### src/verilog/calca_pkg.sv
// CALCA address path shared definitions
// CPU and memory address types, data word, ECCR IOX decode constants
// and the MCLK sequencer state encoding
`default_nettype none

package calca_pkg;

  // CPU address as carried on ICA and LCA
  typedef logic [15:0] cpu_addr_t;

  // Memory word address, MCA bits 9..0 only
  typedef logic [9:0] mem_addr_t;

  // One bus data word
  typedef logic [15:0] data_t;

  // TRR ECCR = IOX 100115 octal
  // 1000_0000_0100_1101 binary
  parameter cpu_addr_t ECCR_IOX_ADDR = 16'o100115;

  // Upper decode covers bits 15..10 (the ECCR HI part)
  parameter cpu_addr_t ECCR_HI_MASK = 16'hfc00;

  // MCLK cycle sequencer states
  typedef enum logic [2:0] {
    IDLE,      // Waiting for host req
    MCLK_LO,   // MCLK low, MCA latch open
    MCLK_HI,   // MCLK high, MCA held, LCA loaded at rise
    WAIT_ACC,  // Waiting on the target
    ACK        // ack high until req drops
  } seq_state_t;

endpackage

`default_nettype wire

### src/verilog/addr_capture.sv
// CALCA address capture
// Latches MCA while MCLK is low, loads LCA at MCLK rise and
// decodes the ECCR IOX address 100115 octal
`default_nettype none

module addr_capture (
  input  wire                         sysclk,
  input  wire                         arst_n,

  input  wire  calca_pkg::cpu_addr_t  ica,        // CPU address in
  input  wire                         mclk,       // Memory clock phase
  input  wire                         mclk_rise,  // MCLK rising edge strobe

  output calca_pkg::mem_addr_t        mca,        // Memory address, bits 9..0
  output calca_pkg::cpu_addr_t        lca,        // Local address
  output logic                        eccr_sel,   // TRR ECCR decode
  output logic                        lca_valid   // LCA and eccr_sel settled
);

  calca_pkg::cpu_addr_t held_addr;  // Latch output incl. bits 15..10
  logic                 eccr_hi;    // Bits 15..10 match
  logic                 eccr_lo;    // Bits 9..0 match

  // Latch stand-in, transparent while MCLK low
  always_ff @(posedge sysclk or negedge arst_n) begin
    if (!arst_n) begin
      held_addr <= '0;
    end else if (!mclk) begin
      held_addr <= ica;
    end
  end

  assign mca = held_addr[9:0];  // Upper bits never reach memory

  // Upper decode, folded in here from the LA block
  assign eccr_hi =
    ((held_addr ^ calca_pkg::ECCR_IOX_ADDR) & calca_pkg::ECCR_HI_MASK) == '0;

  // Lower ten bits against 0001001101
  assign eccr_lo = held_addr[9:0] == calca_pkg::ECCR_IOX_ADDR[9:0];

  // LCA register, edge-triggered on MCLK rise
  always_ff @(posedge sysclk or negedge arst_n) begin
    if (!arst_n) begin
      lca       <= '0;
      eccr_sel  <= 1'b0;
      lca_valid <= 1'b0;
    end else begin
      lca_valid <= mclk_rise;  // One cycle after the rise
      if (mclk_rise) begin
        lca      <= held_addr;
        eccr_sel <= eccr_hi && eccr_lo;  // Decode of the value entering LCA
      end
    end
  end

  // MCA holds for every MCLK-high cycle after the first
  mca_hold_a : assert property (@(posedge sysclk) disable iff (!arst_n)
    (mclk && $past(mclk)) |-> $stable(mca))
    else $error("mca changed while MCLK high");

endmodule

`default_nettype wire

### config.mk
export PLATFORM = sky130hd
export DESIGN_NAME = addr_capture
export DESIGN_NICKNAME = d
export VERILOG_FILES = /design/src/verilog/calca_pkg.sv /design/src/verilog/addr_capture.sv
export SDC_FILE = /design/constraint.sdc
export NUM_CORES = 1
export LEC_CHECK = 0
export ABC_AREA = 1
export BUFFER_PORTS_ARGS = -buffer_cell sky130_fd_sc_hd__buf_2
export CAP_MARGIN = 15
export CORE_ASPECT_RATIO = 0.7
export CORE_MARGIN = 1.5
export CORE_UTILIZATION = 30
export CTS_CLUSTER_DIAMETER = 80
export DETAILED_ROUTE_END_ITERATION = 16
export GPL_ROUTABILITY_DRIVEN = 0
export GPL_TIMING_DRIVEN = 1
export PLACE_DENSITY_LB_ADDON = 0.1
export SYNTH_ARGS = -nofsm -noshare
export SYNTH_HDL_FRONTEND = slang
export SYNTH_SLANG_ARGS = --single-unit
### constraint.sdc
create_clock -name sysclk -period 0.99 [get_ports sysclk]
set_input_delay 0.1485 -clock sysclk [delete_from_list [all_inputs] [get_ports sysclk]]
set_output_delay 0.1485 -clock sysclk [all_outputs]
set_load 0.01 [all_outputs]
Word-level counts from Yosys, hierarchy flattened
Index checks and enable logic that the tools add are counted.
Storage, ports and cells
  bits in registers: 34
  bits of input ports: 20
  output and inout port bits: 28
  word-level logic and storage cells: 8
Operators by class
  equal/unequal tests: 1
  bitwise gates (word level): 1
  reductions and logical operators: 2
Operator list (number)
  $logic_not A16 Y1: 1
  $eq A10 B7 Y1 const B: 1
  $not A5 Y5: 1
  $logic_and A1 B1 Y1: 1

Logic depth before layout (Yosys ltp)
Gate-level depths: netlist (run 1).
  depth after elaboration: 3
  mapped depth: 6
  mapped depth without buffers: 6

Worst setup path before layout (run 1)
No wires, ideal clock.
  path type: reg-to-reg
  start point: register held_addr[5]
  end point: register eccr_sel
  setup time: 0.065 ns
  arrival: 0.700 ns
  data required time: 0.925 ns
  slack: 0.225 ns
  cell stages (with the launch flop): 6
  path through: dfrtp_1 nor2_2 nand2_1 nor2_1 nand2_1 nand2_1
Between the ends
  cells in the longest elaborated chain, start to end: 2
Ends and longest elaborated chain
  from (decl): line addr_capture.sv:20  | calca_pkg::cpu_addr_t held_addr;
  from (signal assigned): line addr_capture.sv:29  | held_addr <= ica;
  $eq A10 B7 Y1: line addr_capture.sv:40  | assign eccr_lo = held_addr[9:0] == calca_pkg::ECCR_IOX_ADDR[9:0];
  $logic_and A1 B1 Y1: line addr_capture.sv:52  | eccr_sel <= eccr_hi && eccr_lo;
  to (signal assigned): line addr_capture.sv:52
  to (decl): line addr_capture.sv:16  | output logic eccr_sel,
Every way passes these cells.
A chain may end at the register's enable or synchronous reset.

Worst setup path in the final report (run 1)
  start point: register held_addr[5]
  end point: output mca[5]
RTL lines
  to (decl): line addr_capture.sv:14  | output calca_pkg::mem_addr_t mca,
No word-level cell between the ends.

==> results.toml, run 1 <==
[routing]
vias_per_cell = 4.26
drc = 0
wirelength_mm = 3.14
first_pass_iters = 5
drt_iter0_markers = 74
num_vias = 1053
drtAntennaViolNets = 0
highest-signal-layer = "met4"
met1_length_mm = 1.42
route.met3.wl_um = 242
wl_per_cell_um = 12.7
wl_met2_mm = 1.44

[setup_path]
worstPathRequired_ns = 0.84
cp_top_family = "flip-flops"
worst_setup_path_start_kind = "flop"
path_cells = "buf_2"
crit_fanout = 3
crit_cells = 1
cp.arrival_ns = 0.84
worstReg2RegStart = "held_addr[1]$_DFFE_PN0N_"
crit_start = "held_addr[5]$_DFFE_PN0N_"
critPathCaptureType = "primary output"
slowest_delay_ns = 0.41
r2r_cells = 6
worst-path-buf-inv = 1
criticalPathCategory = "reg -> out"
timing.rr.end = "eccr_sel$_DFFE_PN0P_"
crit_slowest_cell = "dfrtp_1"
crit_end = "mca[5]"
r2r_slack_ns = 0.05

[floorplan]
dieArea_um2 = 5040
row_count = 20
ios = 48
floorplan.initialDensity_pct = 31.6
fp.dieH_um = 59.8
fp.coreArea_um2 = 4380
die_w_um = 84.2

[power_and_ir_drop]
clkPwrFrac_pct = 32.3
vdd_drop_max_mv = 0.619
p_switching_mw = 0.864
p_int_mw = 2.38
p_leak_nw = 0.977
power_frac_comb_pct = 17.9
p_sw_share_pct = 26.6
finalPower_mw = 3.25
p_seq_share_pct = 49.8
p_per_area_nw_per_um2 = 1750

[synth]
synthCells = 134
synth_seq_area_share_pct = 61.5
avgSynthCellArea_um2 = 10.3
synth_cell_type_count = 13
synth_top_area_share_pct = 61.5
synth_top_cell_by_area = "dfrtp_1"
yosys-top-cells-area = "dfrtp_1 (61%), nand2_1 (12%), mux2_2 (9.8%)"
syn_area_um2 = 1380
ys_ff_latch = 34
syn-num-nets = 154
ys.warnings.count = 0

[hold_path]
min_path_type = "in -> reg"
min-delay-start = "ica[8]"
hold_depth = 2

[timing]
finalCritPeriodShare_pct = 100
setup_ws_ns = -0.00134
fin_worst_skew_ns = 0.00435
fin_crit_ns = 0.991
setup_violations = 2
rsz0062_at_grt = "true"
hold_violations = 0
slew_violations = 0
finalSetupTns_ns = -0.00220
slew_headroom_pct = 76.6
max_freq_mhz = 1010
worstMarginPinSlew_ns = 0.351

[global_routing]
grt.overflow.total = 0
grt_pass1_vias = 1018
grt_pass1_wl_mm = 4.95
grt_usage_pct = 13.4
grt_max_degree = 22
antenna_found_initial = 0

[clock_network]
path_clk_slew_ns = 0.07
cts_root_buffer = "clkbuf_8"
clk_path_buf_depth = 2
h-tree-depth = 2
cts.sinks = 34
clk_latency_ns = 0.29
cts_made_buffers = 5
cts_tree = "yes"

[outcome]
violations = "setup timing"
status = "complete, but fails checks"

[flow_run]
cap_viol_max_count = 0

[finish]
final_cell_mix = "buf_2 (47), nand2_1 (43), dfrtp_1 (34), buf_4 (13), mux2_2 (12)"
final_common_cell = "buf_2"
fillers = 434
diodes = 0
drive_gt1_share_pct = 46.4
final_nets = 211
area.growth.synth_to_final_pct = 34.3

[placed_design]
dp_hpwl_mm = 2.18
io_buffers = 47
==> Yosys cell counts (all sizes together) <==
cell   instances
a21oi          4
buf           15
dfrtp         34
inv            6
mux2          12
nand2         43
nand3          2
nor2          14
o21ai          4
==> power by group through the flow <==
stage                     clock network [mW]  registers [mW]  logic [mW]
after detailed placement                   0            1.65       0.494
after global routing                    1.16            1.63       0.653
after CTS                               1.09            1.61       0.553
final                                   1.05            1.62       0.583
after global placement                     0            1.65       0.485
after floorplan                            0            1.67       0.264
==> what timing repair did <==
action,4_1_cts,5_1_grt
resized for setup,0,7
hold buffers,1,0
endpoints found under the setup margin,9,11
endpoints found under the hold margin,13,0
setup buffers,7,5
pin swaps,0,3
==> worst register-to-register path, delay by kind of cell (launching register included) <==
kind	cells	cell delay [ns]
buffers and inverters	1	0.14
DFF	1	0.41
and+or+nand+nor	5	0.35
==> worst min path at each step <==
stage	to	slack (ns)
2_1_floorplan	eccr_sel$_DFFE_PN0P_	-0.15
3_3_place_gp	held_addr[1]$_DFFE_PN0N_	0.08
3_5_place_dp	held_addr[11]$_DFFE_PN0N_	0.08
4_1_cts	held_addr[8]$_DFFE_PN0N_	0.09
5_1_grt	held_addr[3]$_DFFE_PN0N_	0.09
6_report	held_addr[8]$_DFFE_PN0N_	0.09
==> state kept, by name, summed over array words and instances, names as in the netlist <==
register and flops:
lca_valid 1, held_addr 16, lca 16, eccr_sel 1
==> per-layer routing <==
layer	up-vias	GRT usage, %
li1	522	-
met1	494	17.4
met2	33	20.5
met3	4	5.80
met4	0	4.22
met5	-	0
==> final cells by class <==
cell class | instances | area [um2] | share of cell area (%)
Timing Repair Buffer | 65 | 405 | 21.8
Inverter | 6 | 22.5 | 1.21
Clock buffer | 7 | 86.3 | 4.65
Tap cell | 55 | 68.8 | 3.70
Clock inverter | 1 | 5.00 | 0.269
Sequential cell | 34 | 851 | 45.8
Multi-Input combinational cell | 79 | 419 | 22.6
==> metrics by stage <==
stage / setup WS (ns) / area (um2) / hold slack (ns) / std cells / util [%]
3_3_place_gp: 0.116 / 1640 / 0.0761 / 226 / 37.5
2_1_floorplan: 0.225 / 1380 / -0.147 / 134 / -
3_5_place_dp: 0.110 / 1640 / 0.0798 / 226 / 37.5
6_report: -0.00134 / 1860 / 0.0940 / 247 / 42.4
4_1_cts: -0.0107 / 1800 / 0.0887 / 242 / 41.0
5_1_grt: -0.0600 / 1860 / 0.0884 / 247 / 42.4
==> kinds of logic after synthesis <==
kind of cell	synth area share, %
AO/OA/AOI/OAI	2.89
AND/OR/NAND/NOR	16.4
flip-flops	61.5
multiplexers	9.76
buffers and inverters	9.49
Power figures use the tool's default switching activity.
==> run 2, diff against run 1 <==
Settings changed: CORE_UTILIZATION 30 to 52.
Clock period 0.99 ns to 1.2 ns, I/O delays scaled along.
==> run 2 against run 1 <==
Against the previous run: the run now ends clean; sequential power is 17% lower; sequential share of layout area is 5.0 points higher; clock power decreased by 28%; worst setup slack improved by 0.18 ns; flip-flop and latch count unchanged; critical path depth did not move; die area is 41% lower; via count fell by 5.7%; cell area shrank 9.9%; critical path type unchanged; largest power group unchanged; highest routed layer unchanged.
==> results.toml, run 2 (synthesis results as in run 1) <==
[finish]
final_cell_mix = "buf_2 (47), nand2_1 (43), dfrtp_1 (34), nor2_1 (13), mux2_2 (12)"
diodes = 0
final_common_cell = "buf_2"
drive_gt1_share_pct = 39.0
fillers = 215
area.growth.synth_to_final_pct = 21.0
top_regs = "held_addr x16, lca x16"
final_nets = 197

[clock_network]
post_cts_resized = 0
cts_root_buffer = "clkbuf_8"
cts.sinks = 34
path_clk_slew_ns = 0.06
h-tree-depth = 2
cts_made_buffers = 5
clk_latency_ns = 0.27
cts_setup_buffers = 0
holdBufCountCts = 1
cts_tree = "yes"
clk_path_buf_depth = 2

[power_and_ir_drop]
p_seq_share_pct = 54.0
clkPwrFrac_pct = 30.5
p_switching_mw = 0.635
p_leak_nw = 0.891
power_frac_comb_pct = 15.5
p_int_mw = 1.84
vdd_drop_max_mv = 0.940
p_per_area_nw_per_um2 = 1480
p_sw_share_pct = 25.6

[global_routing]
grt_max_degree = 21
grt_pass1_wl_mm = 3.96
grt_pass1_vias = 906
antenna_found_initial = 0
grt.overflow.total = 0
grt_usage_pct = 18.2

[floorplan]
dieArea_um2 = 2980
floorplan.initialDensity_pct = 55.4
die_w_um = 64.7
row_count = 15
fp.dieH_um = 46.2
fp.coreArea_um2 = 2500
ios = 48

[setup_path]
crit_slowest_cell = "dfrtp_1"
path_cells = "buf_2"
worstPathRequired_ns = 1.02
worst_setup_path_start_kind = "flop"
cp_top_family = "flip-flops"
r2r_slack_ns = 0.32
crit_start = "held_addr[3]$_DFFE_PN0N_"
worst-path-buf-inv = 1
slowest_delay_ns = 0.41
r2r_cells = 5
crit_cells = 1
timing.rr.end = "eccr_sel$_DFFE_PN0P_"
crit_fanout = 4
cp.arrival_ns = 0.84
critPathCaptureType = "primary output"
criticalPathCategory = "reg -> out"
crit_end = "mca[3]"
worstReg2RegStart = "held_addr[11]$_DFFE_PN0N_"

[placed_design]
pre_cts_slack_ns = 0.133
dp_hpwl_mm = 1.85
io_buffers = 47

[flow_run]
cap_viol_max_count = 0

[timing]
setup_ws_ns = 0.183
fin_crit_ns = 1.02
rsz0062_at_grt = "false"
finalCritPeriodShare_pct = 84.7
setup_violations = 0
slew_headroom_pct = 72.0
max_freq_mhz = 983
slew_violations = 0
hold_violations = 0
worstMarginPinSlew_ns = 0.420
finalSetupTns_ns = 0
fin_worst_skew_ns = 0.00119

[outcome]
status = "completed"

[routing]
wirelength_mm = 2.47
vias_per_cell = 4.71
drc = 0
num_vias = 993
first_pass_iters = 4
wl_per_cell_um = 11.7
drt_iter0_markers = 52
drtAntennaViolNets = 0

[hold_path]
min_path_type = "in -> reg"
## run 2: cell count changes in the layout (fill, tap and decap cells not counted)
cell | previous run | this run
clkbuf_8 | 6 | 5
nor2_1 | 10 | 13
buf_4 | 13 | 2
nand3_1 | 1 | 2
clkbuf_1 | 1 | 2
buf_6 | 2 | 0
nand3_2 | 1 | 0
nor2_4 | 1 | 0
nor2_2 | 3 | 1
clkinv_2 | 1 | 0
buf_12 | 2 | 1
## run 2: how the worst min path moves through the flow
stage | end | cells after the start | startpoint
2_1_floorplan | eccr_sel$_DFFE_PN0P_ | 0 | arst_n
3_3_place_gp | held_addr[7]$_DFFE_PN0N_ | 1 | arst_n
3_5_place_dp | held_addr[7]$_DFFE_PN0N_ | 1 | arst_n
4_1_cts | held_addr[11]$_DFFE_PN0N_ | 2 | ica[11]
5_1_grt | held_addr[0]$_DFFE_PN0N_ | 2 | ica[0]
6_report | held_addr[11]$_DFFE_PN0N_ | 2 | ica[11]
## run 2: stage by stage
stage | hold WS (ns) | area (um2) | utilization [%] | std cells | total power [mW]
after floorplan | -0.116 | 1380 | - | 134 | 1.60
after global placement | 0.103 | 1590 | 63.6 | 203 | 1.73
after detailed placement | 0.104 | 1590 | 63.6 | 203 | 1.75
after CTS | 0.127 | 1670 | 67.1 | 211 | 2.51
after global routing | 0.128 | 1670 | 67.1 | 211 | 2.60
final | 0.133 | 1670 | 67.1 | 211 | 2.48
## run 2: metal layers
metal	vias to the layer above	global-route usage (%)	share of wire (%)
met5	-	0	0
met4	0	7.66	1.2
met3	5	5.87	7.1
met2	35	29.4	49
met1	460	23.4	43
li1	493	-	-
## run 2: cell type report
cell class	count	area, um2	share of cell area (%)
multi-input cells	79	402	24.0
clock buffers	7	76.3	4.56
well taps	34	42.5	2.54
flip-flops and latches	34	851	50.8
repair buffers	51	280	16.7
inverters	6	22.5	1.35
## run 2: power groups by stage
stage          clock [mW]  sequential, mW  combinational (mW)
2_1_floorplan           0            1.38               0.218
3_5_place_dp            0            1.36               0.391
6_report            0.755            1.34               0.385
5_1_grt             0.815            1.35               0.432
3_3_place_gp            0            1.36               0.378
4_1_cts             0.776            1.34               0.394
