[config.mk]
export PLATFORM = sky130hd
export DESIGN_NAME = mclk_cycle_seq
export DESIGN_NICKNAME = d
export VERILOG_FILES = /design/src/verilog/calca_pkg.sv /design/src/verilog/mclk_cycle_seq.sv
export SDC_FILE = /design/constraint.sdc
export NUM_CORES = 1
export LEC_CHECK = 0
export ABC_AREA = 1
export BUFFER_PORTS_ARGS = -buffer_cell sky130_fd_sc_hd__buf_2
export CAP_MARGIN = 10
export CORE_AREA = 2 2 74 76
export DETAILED_ROUTE_END_ITERATION = 16
export DIE_AREA = 0 0 76 78
export PLACE_DENSITY = 0.83
export SYNTH_ARGS = -nofsm -noshare
export SYNTH_HDL_FRONTEND = slang
export SYNTH_SLANG_ARGS = --single-unit
[constraint.sdc]
create_clock -name sysclk -period 1.76 [get_ports sysclk]
set_clock_uncertainty 0.05 [all_clocks]
set_input_delay 0.176 -clock sysclk [delete_from_list [all_inputs] [get_ports sysclk]]
set_output_delay 0.176 -clock sysclk [all_outputs]
set_load 0.02 [all_outputs]
[src/verilog/calca_pkg.sv]
// CALCA address path shared definitions
// CPU and memory address types, data word, ECCR IOX decode constants
// and the MCLK sequencer state encoding
`default_nettype none

package calca_pkg;

  // CPU address as carried on ICA and LCA
  typedef logic [15:0] cpu_addr_t;

  // Memory word address, MCA bits 9..0 only
  typedef logic [9:0] mem_addr_t;

  // One bus data word
  typedef logic [15:0] data_t;

  // TRR ECCR = IOX 100115 octal
  // 1000_0000_0100_1101 binary
  parameter cpu_addr_t ECCR_IOX_ADDR = 16'o100115;

  // Upper decode covers bits 15..10 (the ECCR HI part)
  parameter cpu_addr_t ECCR_HI_MASK = 16'hfc00;

  // MCLK cycle sequencer states
  typedef enum logic [2:0] {
    IDLE,      // Waiting for host req
    MCLK_LO,   // MCLK low, MCA latch open
    MCLK_HI,   // MCLK high, MCA held, LCA loaded at rise
    WAIT_ACC,  // Waiting on the target
    ACK        // ack high until req drops
  } seq_state_t;

endpackage

`default_nettype wire

[src/verilog/mclk_cycle_seq.sv]
// MCLK cycle sequencer
// Takes one host access per four-phase req/ack handshake, presents ICA
// and generates the MCLK low and high phases as sysclk-enabled states
`default_nettype none

module mclk_cycle_seq #(
  parameter int MCLK_HALF = 2  // sysclk cycles per MCLK phase
) (
  input  wire                         sysclk,
  input  wire                         arst_n,

  // Host side
  input  wire                         req,
  input  wire                         write,
  input  wire                         iox,
  input  wire  calca_pkg::cpu_addr_t  addr,
  input  wire  calca_pkg::data_t      wdata,
  output logic                        ack,
  output calca_pkg::data_t            rdata,

  // To address capture
  output calca_pkg::cpu_addr_t        ica,        // Held for the whole cycle
  output logic                        mclk,       // Memory clock phase
  output logic                        mclk_rise,  // One sysclk at MCLK rise

  // To / from target
  output logic                        acc_write,
  output logic                        acc_iox,
  output calca_pkg::data_t            acc_wdata,
  input  wire                         acc_done,
  input  wire  calca_pkg::data_t      acc_rdata
);

  localparam int CNT_W = (MCLK_HALF > 1) ? $clog2(MCLK_HALF) : 1;
  localparam logic [CNT_W-1:0] CNT_LAST = CNT_W'(MCLK_HALF - 1);  // Last cycle of a phase

  calca_pkg::seq_state_t state;
  logic [CNT_W-1:0]      phase_cnt;  // Position within MCLK phase
  logic                  done_seen;  // Target finished before WAIT_ACC
  logic                  start;      // New host access taken

  assign start = (state == calca_pkg::IDLE) && req;

  // Control FSM and MCLK generation
  always_ff @(posedge sysclk or negedge arst_n) begin
    if (!arst_n) begin
      state     <= calca_pkg::IDLE;
      phase_cnt <= '0;
      mclk      <= 1'b1;  // MCLK idles high
      mclk_rise <= 1'b0;
      done_seen <= 1'b0;
      ack       <= 1'b0;
    end else begin
      mclk_rise <= 1'b0;                 // Strobe by default
      if (acc_done) done_seen <= 1'b1;   // Long MCLK_HI can overlap the target
      case (state)
        calca_pkg::IDLE: begin
          if (req) begin
            state     <= calca_pkg::MCLK_LO;
            mclk      <= 1'b0;           // Open MCA latch
            phase_cnt <= '0;
            done_seen <= 1'b0;
          end
        end
        calca_pkg::MCLK_LO: begin
          if (phase_cnt == CNT_LAST) begin
            state     <= calca_pkg::MCLK_HI;
            mclk      <= 1'b1;
            mclk_rise <= 1'b1;           // LCA loads on this one
            phase_cnt <= '0;
          end else begin
            phase_cnt <= phase_cnt + 1'b1;
          end
        end
        calca_pkg::MCLK_HI: begin
          if (phase_cnt == CNT_LAST) begin
            state     <= calca_pkg::WAIT_ACC;
            phase_cnt <= '0;
          end else begin
            phase_cnt <= phase_cnt + 1'b1;
          end
        end
        calca_pkg::WAIT_ACC: begin
          if (acc_done || done_seen) begin
            state <= calca_pkg::ACK;
            ack   <= 1'b1;
          end
        end
        calca_pkg::ACK: begin
          // Slow host holding req keeps us here
          if (!req) begin
            state <= calca_pkg::IDLE;
            ack   <= 1'b0;
          end
        end
        default: state <= calca_pkg::IDLE;
      endcase
    end
  end

  // Access fields, captured once per handshake
  always_ff @(posedge sysclk) begin
    if (start) begin
      ica       <= addr;
      acc_write <= write;
      acc_iox   <= iox;
      acc_wdata <= wdata;
    end
    if (acc_done) rdata <= acc_rdata;  // Valid by the time ack rises
  end

  // CPU address must not move between MCLK_LO and the end of ACK
  ica_stable_a : assert property (@(posedge sysclk) disable iff (!arst_n)
    (state != calca_pkg::IDLE && $past(state) != calca_pkg::IDLE) |-> $stable(ica))
    else $error("ica changed during an access cycle");

endmodule

`default_nettype wire

---- Yosys cells after proc, flatten, opt, wreduce, memory -nomap -nowiden ----
Index checks and enable logic that the tools add are counted.
cells by class
  $add $sub $neg .......................... 1
  equal/unequal tests ..................... 9
  mux-type cells .......................... 19
  reduce and logical (&&, ||, !) cells .... 11
operators by type and width
  operator                                                         count
  3-bit two-way mux                                                5
  3-bit one-hot mux with 5 select lines                            1
  1-bit two-way mux                                                10
  2-bit inequality test, second input constant                     5
  3-bit by 2-bit == test with 1-bit output, second input constant  2
  1-bit one-hot mux with 2 select lines                            3
  3-bit AND reduction                                              2
  2-bit nonzero test                                               3
  5-bit AND reduction                                              1
  3-bit by 1-bit == test with 1-bit output, second input constant  1
  3-bit == test, second input constant                             1
  3-bit zero test                                                  1
  2-bit AND reduction                                              1
  2-bit OR reduction                                               1
  1-bit adder, second input constant                               1
  1-bit logical AND                                                1
  1-bit logical OR                                                 1
storage, ports and cells
  bits in registers ....................... 58
  bits of input ports ..................... 54
  logic and storage cells ................. 51

---- Depth between registers and ports, before layout ----
Gate-level depths: netlist (run 1).
  word-level depth ........................ 4
  depth in mapped cells ................... 7
  depth with buffers taken out ............ 7

---- Least setup slack after synthesis (run 1) ----
No wires, ideal clock.
  path type ............................... reg2reg
  start ................................... register state[1]
  end ..................................... register acc_iox (enable)
  arrival ................................. 1.423 ns
  slack ................................... -0.102 ns
  stages on the path, launching flop included .. 4
  period minus slack after synthesis ...... 1.862 ns
  path through ............................ dfrtp_1 > nor2_2 > nand3_1 > inv_1
on the way
  cells in the longest elaborated chain, start to end .. 2
RTL lines
  item                    line                   RTL
  from (decl)             mclk_cycle_seq.sv:37   calca_pkg::seq_state_t state;
  from (signal assigned)  mclk_cycle_seq.sv:47   state <= calca_pkg::IDLE;
  from (signal assigned)  mclk_cycle_seq.sv:59   state <= calca_pkg::MCLK_LO;
  from (signal assigned)  mclk_cycle_seq.sv:67   state <= calca_pkg::MCLK_HI;
  3-bit zero test         mclk_cycle_seq.sv:42   assign start = (state == calca_pkg::IDLE) && req;
  1-bit logical AND       mclk_cycle_seq.sv:42
  net start               mclk_cycle_seq.sv:40   logic start;
  to (signal assigned)    mclk_cycle_seq.sv:106  acc_iox <= iox;
  to (decl)               mclk_cycle_seq.sv:28   output logic acc_iox,
The timed path passes the listed nets, and every way through them passes these cells.
A chain may end at the register's enable or synchronous reset.

---- Worst setup path in the final report (run 1) ----
  start ................................... register state[2]
  end ..................................... register ica[8] (enable)
on the way
  cells in the longest elaborated chain, start to end .. 2
RTL lines
  item                  line                   RTL
  3-bit zero test       mclk_cycle_seq.sv:42
  1-bit logical AND     mclk_cycle_seq.sv:42
  net start             mclk_cycle_seq.sv:40
  to (signal assigned)  mclk_cycle_seq.sv:104  ica <= addr;
  to (decl)             mclk_cycle_seq.sv:22   output calca_pkg::cpu_addr_t ica,
The timed path passes the listed nets, and every way through them passes these cells.

==> metrics.cfg, run 1 <==
[cells_and_area]
layout_common_cells=106 x buf_2, 51 x dlygate4sd3_1, 50 x edfxtp_1, 12 x clkbuf_8, 11 x nand2_1
fin_nets=326
fillers=369
drive_above_1_share_pct=49.46
layout_commonest_cell=buf_2
area_growth_pct=72.01
num_antenna_cells=0
final_cells=347

[grt]
antenna_found_initial=0
grt-ovfl-total=0
grt_pass1_wl_microns=7286
use_met3_pct=7.442
grt_util_all_layers_pct=16.71
grt_use_met1_pct=16.19
first_global_vias=1594
use_met2_pct=29.73
grt_max_degree=19
grt.busiest_layer=met2

[cts]
clkTransAtPathRegs_ns=0.06
cts_tree=built
cts_root_buf=clkbuf_8
h-tree-depth=3
clk_latency_ns=0.33
numCtsBuffers=9
cts.sinks=58
clock_path_buffers=2
cts_setup_buffers=0

[worst_setup_path]
arrival_ns=1.57
path_class=reg -> reg
crit_path_max_fanout=16
r2r_start=state[2]$_DFFE_PN0P_
r2r_slack_ns=0.22
start_kind=flip-flop
worstReg2RegEnd=ica[8]$_DFFE_PP_
r2r_cells=4
endpoint_kind=flip-flop
endpoint=ica[8]$_DFFE_PP_
required_ns=1.79
startpoint=state[2]$_DFFE_PN0P_

[route]
drt_iter0_drc=79
post_drt_wl_per_cell_microns=13.67
vias=1475
ant_nets=0
firstDrtPassIters=4
finalWirelength_microns=4745
route.detailed.drc=0
drt-vias-per-instance=4.251

[sta]
worst_slew_pin_slew_ns=0.3778
fmax_mhz=649.3
hold_viol_final=0
timing.slew.headroom_pct=74.82
setup-tns-final_ns=0
post-route-period-util_pct=87.51
period_needed_ns=1.540
finalSetupViolCount=0
maxSlewViolCount=0
hold_slack_ns=0.1331
grt_setup_unrepaired=false

[pwr]
total_power_uw=4480
p_per_area_nw_per_um2=1352
p_leak_uw=0.001473
vdd_drop_max_mv=0.7966

[logic_synthesis]
ys_seq_area_share_pct=88.38
synth.cell_area_sq_um=1927
syn_nets=155
synth_seq_cells=58
synth_area_per_cell_sq_um=19.08
ys.warnings.count=0
syn_inst=101
yosysUniqueCellTypes=15

[floorplanning]
die_x_microns=76
fp.dieH_microns=78
rows=26
coreArea_sq_um=5042
die-area_sq_um=5928
ios=107
start_util_pct=38.21

[job]
max-cap-violations=0

[outcome]
status=completed

[placed_design]
numPortBuffers=106
placed_cells=280
gp_congestion=0.7965
dp_hpwl_microns=3013

[hold_path]
hold_path.class=in -> reg

[area by class of cell]
| cell class | instances | area (sq um) | share of cell area [%] |
|---|---|---|---|
| Multi-Input combinational cell | 33 | 186.4 | 5.625 |
| Inverter | 10 | 41.29 | 1.246 |
| Tap cell | 70 | 87.58 | 2.643 |
| Sequential cell | 58 | 1703 | 51.38 |
| Clock buffer | 14 | 172.7 | 5.210 |
| Timing Repair Buffer | 160 | 1089 | 32.84 |
| Clock inverter | 2 | 35.03 | 1.057 |
[power breakdown]
group | total (uW) | leakage (uW) | internal [uW] | switching [uW]
clock | 1240 | 0.000107 | 768 | 473
sequential | 1990 | 0.000570 | 1850 | 131
combinational | 1250 | 0.000796 | 479 | 774
[cell usage after synthesis]
master | number | area [sq um]
edfxtp_1 | 50 | 1501
nor2_2 | 2 | 12.51
nand2_1 | 11 | 41.29
nor2_4 | 2 | 22.52
nand3_2 | 3 | 30.03
inv_1 | 7 | 26.28
nor3_1 | 1 | 5.000
nor2_1 | 2 | 7.510
nand2_2 | 2 | 12.51
dfrtp_1 | 7 | 175.2
nand3_1 | 6 | 30.03
o21bai_1 | 2 | 15.01
o21ai_1 | 2 | 10.01
inv_2 | 3 | 11.26
dfstp_2 | 1 | 26.28
[state kept, by name (all words and copies together) (netlist names)]
signal,cells
acc_write,1
mclk,1
ack,1
acc_iox,1
acc_wdata,16
state,3
ica,16
phase_cnt,1
rdata,16
done_seen,1
mclk_rise,1
[worst min-delay path by stage]
stage	from	to	slack (ns)	cells past startpoint
floorplan	arst_n	ack$_DFFE_PN0P_	-0.17	0
finish	req	state[2]$_DFFE_PN0P_	0.13	3
detailed placement	arst_n	done_seen$_DFF_PN0_	-0.02	1
global route	req	state[2]$_DFFE_PN0P_	0.14	3
global placement	arst_n	ack$_DFFE_PN0P_	-0.02	1
CTS	req	state[2]$_DFFE_PN0P_	0.11	3
[per-layer routing]
| layer | wire (microns) | share of wire [%] |
|---|---|---|
| met5 | 0 | 0 |
| met4 | 112 | 2.4 |
| met3 | 501 | 11 |
| met2 | 2449 | 52 |
| met1 | 1681 | 35 |
[critical path, cell delays in order, from the launching register on]
cell        delay [ns]
dfrtp_1           0.47
inv_2             0.09
nand3_1           0.20
clkinvlp_4        0.26
buf_12            0.22
[kinds of logic (layout without fill, tap and decap cells)]
logic type	count (synthesis)	after routing	share of synthesized area [%]
flops	58	58	88.38
simple gates	29	29	8.376
buf+inv	10	186	1.948
compound gates	4	4	1.298
[per-stage QoR]
| stage | area, sq um | utilization, % | setup slack (ns) |
|---|---|---|---|
| finish | 3314 | 65.73 | 0.2199 |
| global route | 3314 | 65.73 | 0.1121 |
| CTS | 3314 | 65.73 | 0.2004 |
| detailed placement | 2596 | 51.49 | 0.2196 |
| global placement | 2596 | 51.49 | 0.2661 |
| floorplan | 1931 | - | 0.1427 |
[what timing repair did]
| action | in CTS | in global routing |
|---|---|---|
| hold buffers | 51 | 0 |
| resized for setup | 0 | 0 |
| hold endpoints to repair | 58 | 0 |
Power figures use the tool's default switching activity.
==> run 2, diff against run 1 <==
--- a/config.mk
+++ b/config.mk
@@ -12,6 +12,7 @@
 export DETAILED_ROUTE_END_ITERATION = 16
 export DIE_AREA = 0 0 76 78
 export PLACE_DENSITY = 0.83
+export SLEW_MARGIN = 30
 export SYNTH_ARGS = -nofsm -noshare
 export SYNTH_HDL_FRONTEND = slang
 export SYNTH_SLANG_ARGS = --single-unit
==> constraint.sdc (replaced) <==
create_clock -name sysclk -period 1.3 [get_ports sysclk]
set_clock_uncertainty 0.05 [all_clocks]
set_input_delay 0.195 -clock sysclk [delete_from_list [all_inputs] [get_ports sysclk]]
set_output_delay 0.195 -clock sysclk [all_outputs]
set_load 0.02 [all_outputs]
==> run 2 against run 1 <==
Count of clock-buffer cells in the layout shrank 4; power up 31%; core utilization grew 0.37 points; clock power increased by 4%; combinational power increased by 54%; via count is 3.7% higher; global-route usage is 1.1 points higher; sequential power is 34% higher; flip-flop and latch count unchanged; largest cell class unchanged; largest power group unchanged.
==> metrics.cfg, run 2 (same netlist as run 1, synthesis figures left out) <==
[placed_design]
place_ws_ns=0.01440
placed_cells=284
dp_hpwl_microns=2876
numPortBuffers=106
gp_congestion=0.8447

[outcome]
status=completed

[cts]
cts.sinks=58
clock_path_buffers=2
clk_latency_ns=0.32
h-tree-depth=3
numCtsBuffers=9
cts_tree=built
clkTransAtPathRegs_ns=0.06
cts_root_buf=clkbuf_8

[floorplanning]
die_x_microns=76
start_util_pct=38.21
ios=107
rows=26
coreArea_sq_um=5042
fp.dieH_microns=78
die-area_sq_um=5928

[route]
vias=1530
maxUsedRoutingLayer=met4
wl_met2_microns=2705
wl_met3_microns=541
finalWirelength_microns=5083
post_drt_wl_per_cell_microns=14.40
drt-met1-wl_microns=1729
route.detailed.drc=0
ant_nets=0
drt_iter0_drc=39
firstDrtPassIters=4
drt-vias-per-instance=4.334

[sta]
period_needed_ns=1.290
hold_viol_final=0
worst_slew_pin_slew_ns=0.1997
fmax_mhz=775.0
setup_slack_ns=0.009636
grt_setup_unrepaired=true
timing.slew.headroom_pct=86.59
maxSlewViolCount=0
post-route-period-util_pct=99.26
finalSetupViolCount=0

[grt]
grt_util_all_layers_pct=17.81
antenna_found_initial=0
grt-ovfl-total=0
grt_max_degree=31
grt_pass1_wl_microns=7810
first_global_vias=1638

[cells_and_area]
drive_above_1_share_pct=50.88
final_cells=353
fillers=364
num_antenna_cells=0
fin_nets=333
layout_common_cells=106 x buf_2, 51 x dlygate4sd3_1, 50 x edfxtp_1, 11 x nand2_1, 9 x clkbuf_8
layout_commonest_cell=buf_2
area_growth_pct=72.99
final_util_pct=66.10
top_regs=acc_wdata: 16 flops, ica: 16 flops, rdata: 16 flops

[worst_setup_path]
arrival_ns=1.27
path_class=reg -> reg
required_ns=1.28
start_kind=flip-flop
r2r_slack_ns=0.01
endpoint_kind=flip-flop
r2r_cells=4
crit_path_max_fanout=15

[job]
max-cap-violations=0

[pwr]
vdd_drop_max_mv=1.390
p_per_area_nw_per_um2=1767
p_leak_uw=0.001486

[hold_path]
hold_depth=1
hold_path.class=in -> reg

==> run 2: timing repair <==
item,CTS,global route
endpoints found under the setup margin,0,31
buffers inserted,0,2
hold buffers,51,0
gates resized for setup,0,1
hold endpoints to repair,58,0
==> run 2: worst max-delay path: stages, from the launching register on <==
cell	delay (ns)
dfrtp_2	0.44
nor2_4	0.12
nand3_4	0.08
clkinvlp_4	0.13
clkbuf_16	0.19
==> run 2: cell type report <==
class,instances,area [sq um],share of cell area (%)
clock inverter,5,22.52,0.6757
clock buffer,10,127.6,3.829
timing repair buffer,167,1146,34.38
sequential,58,1704,51.13
tap,70,87.58,2.628
inverter,10,41.29,1.239
multi-input combinational,33,203.9,6.119
==> run 2: power by group <==
group | total [uW] | switching (uW) | internal [uW] | leakage [uW]
Combinational | 1920 | 1130 | 793 | 0.000837
Clock | 1290 | 637 | 656 | 0.0000808
Sequential | 2670 | 162 | 2510 | 0.000568
==> run 2: routing by layer <==
| metal | global-route usage, % | up-vias |
|---|---|---|
| li1 | - | 728 |
| met5 | 0 | - |
| met2 | 32.23 | 91 |
| met4 | 9.636 | 0 |
| met1 | 16.28 | 697 |
| met3 | 8.837 | 14 |
==> run 2: worst paths after layout <==
check / from / end
worst max-delay path: state[0]$_DFFE_PN0P_ / acc_wdata[7]$_DFFE_PP_
worst min register to register: mclk$_DFFE_PN1P_ / mclk$_DFFE_PN1P_
min in group asynchronous: arst_n / ack$_DFFE_PN0P_
max in group asynchronous: arst_n / mclk$_DFFE_PN1P_
worst max register to register: state[0]$_DFFE_PN0P_ / acc_wdata[7]$_DFFE_PP_
worst min-delay path: acc_done / rdata[8]$_DFFE_PP_
==> run 2: per-stage QoR <==
step                cell area (sq um)  hold WS (ns)  power (uW)  setup TNS, ns
floorplan                        1948       -0.1506        3686         -7.431
global placement                 2631     -0.005740        4281              0
detailed placement               2631     -0.003585        4341              0
CTS                              3292        0.1140        5735              0
global route                     3333        0.1381        6185        -0.9384
finish                           3333        0.1315        5890              0
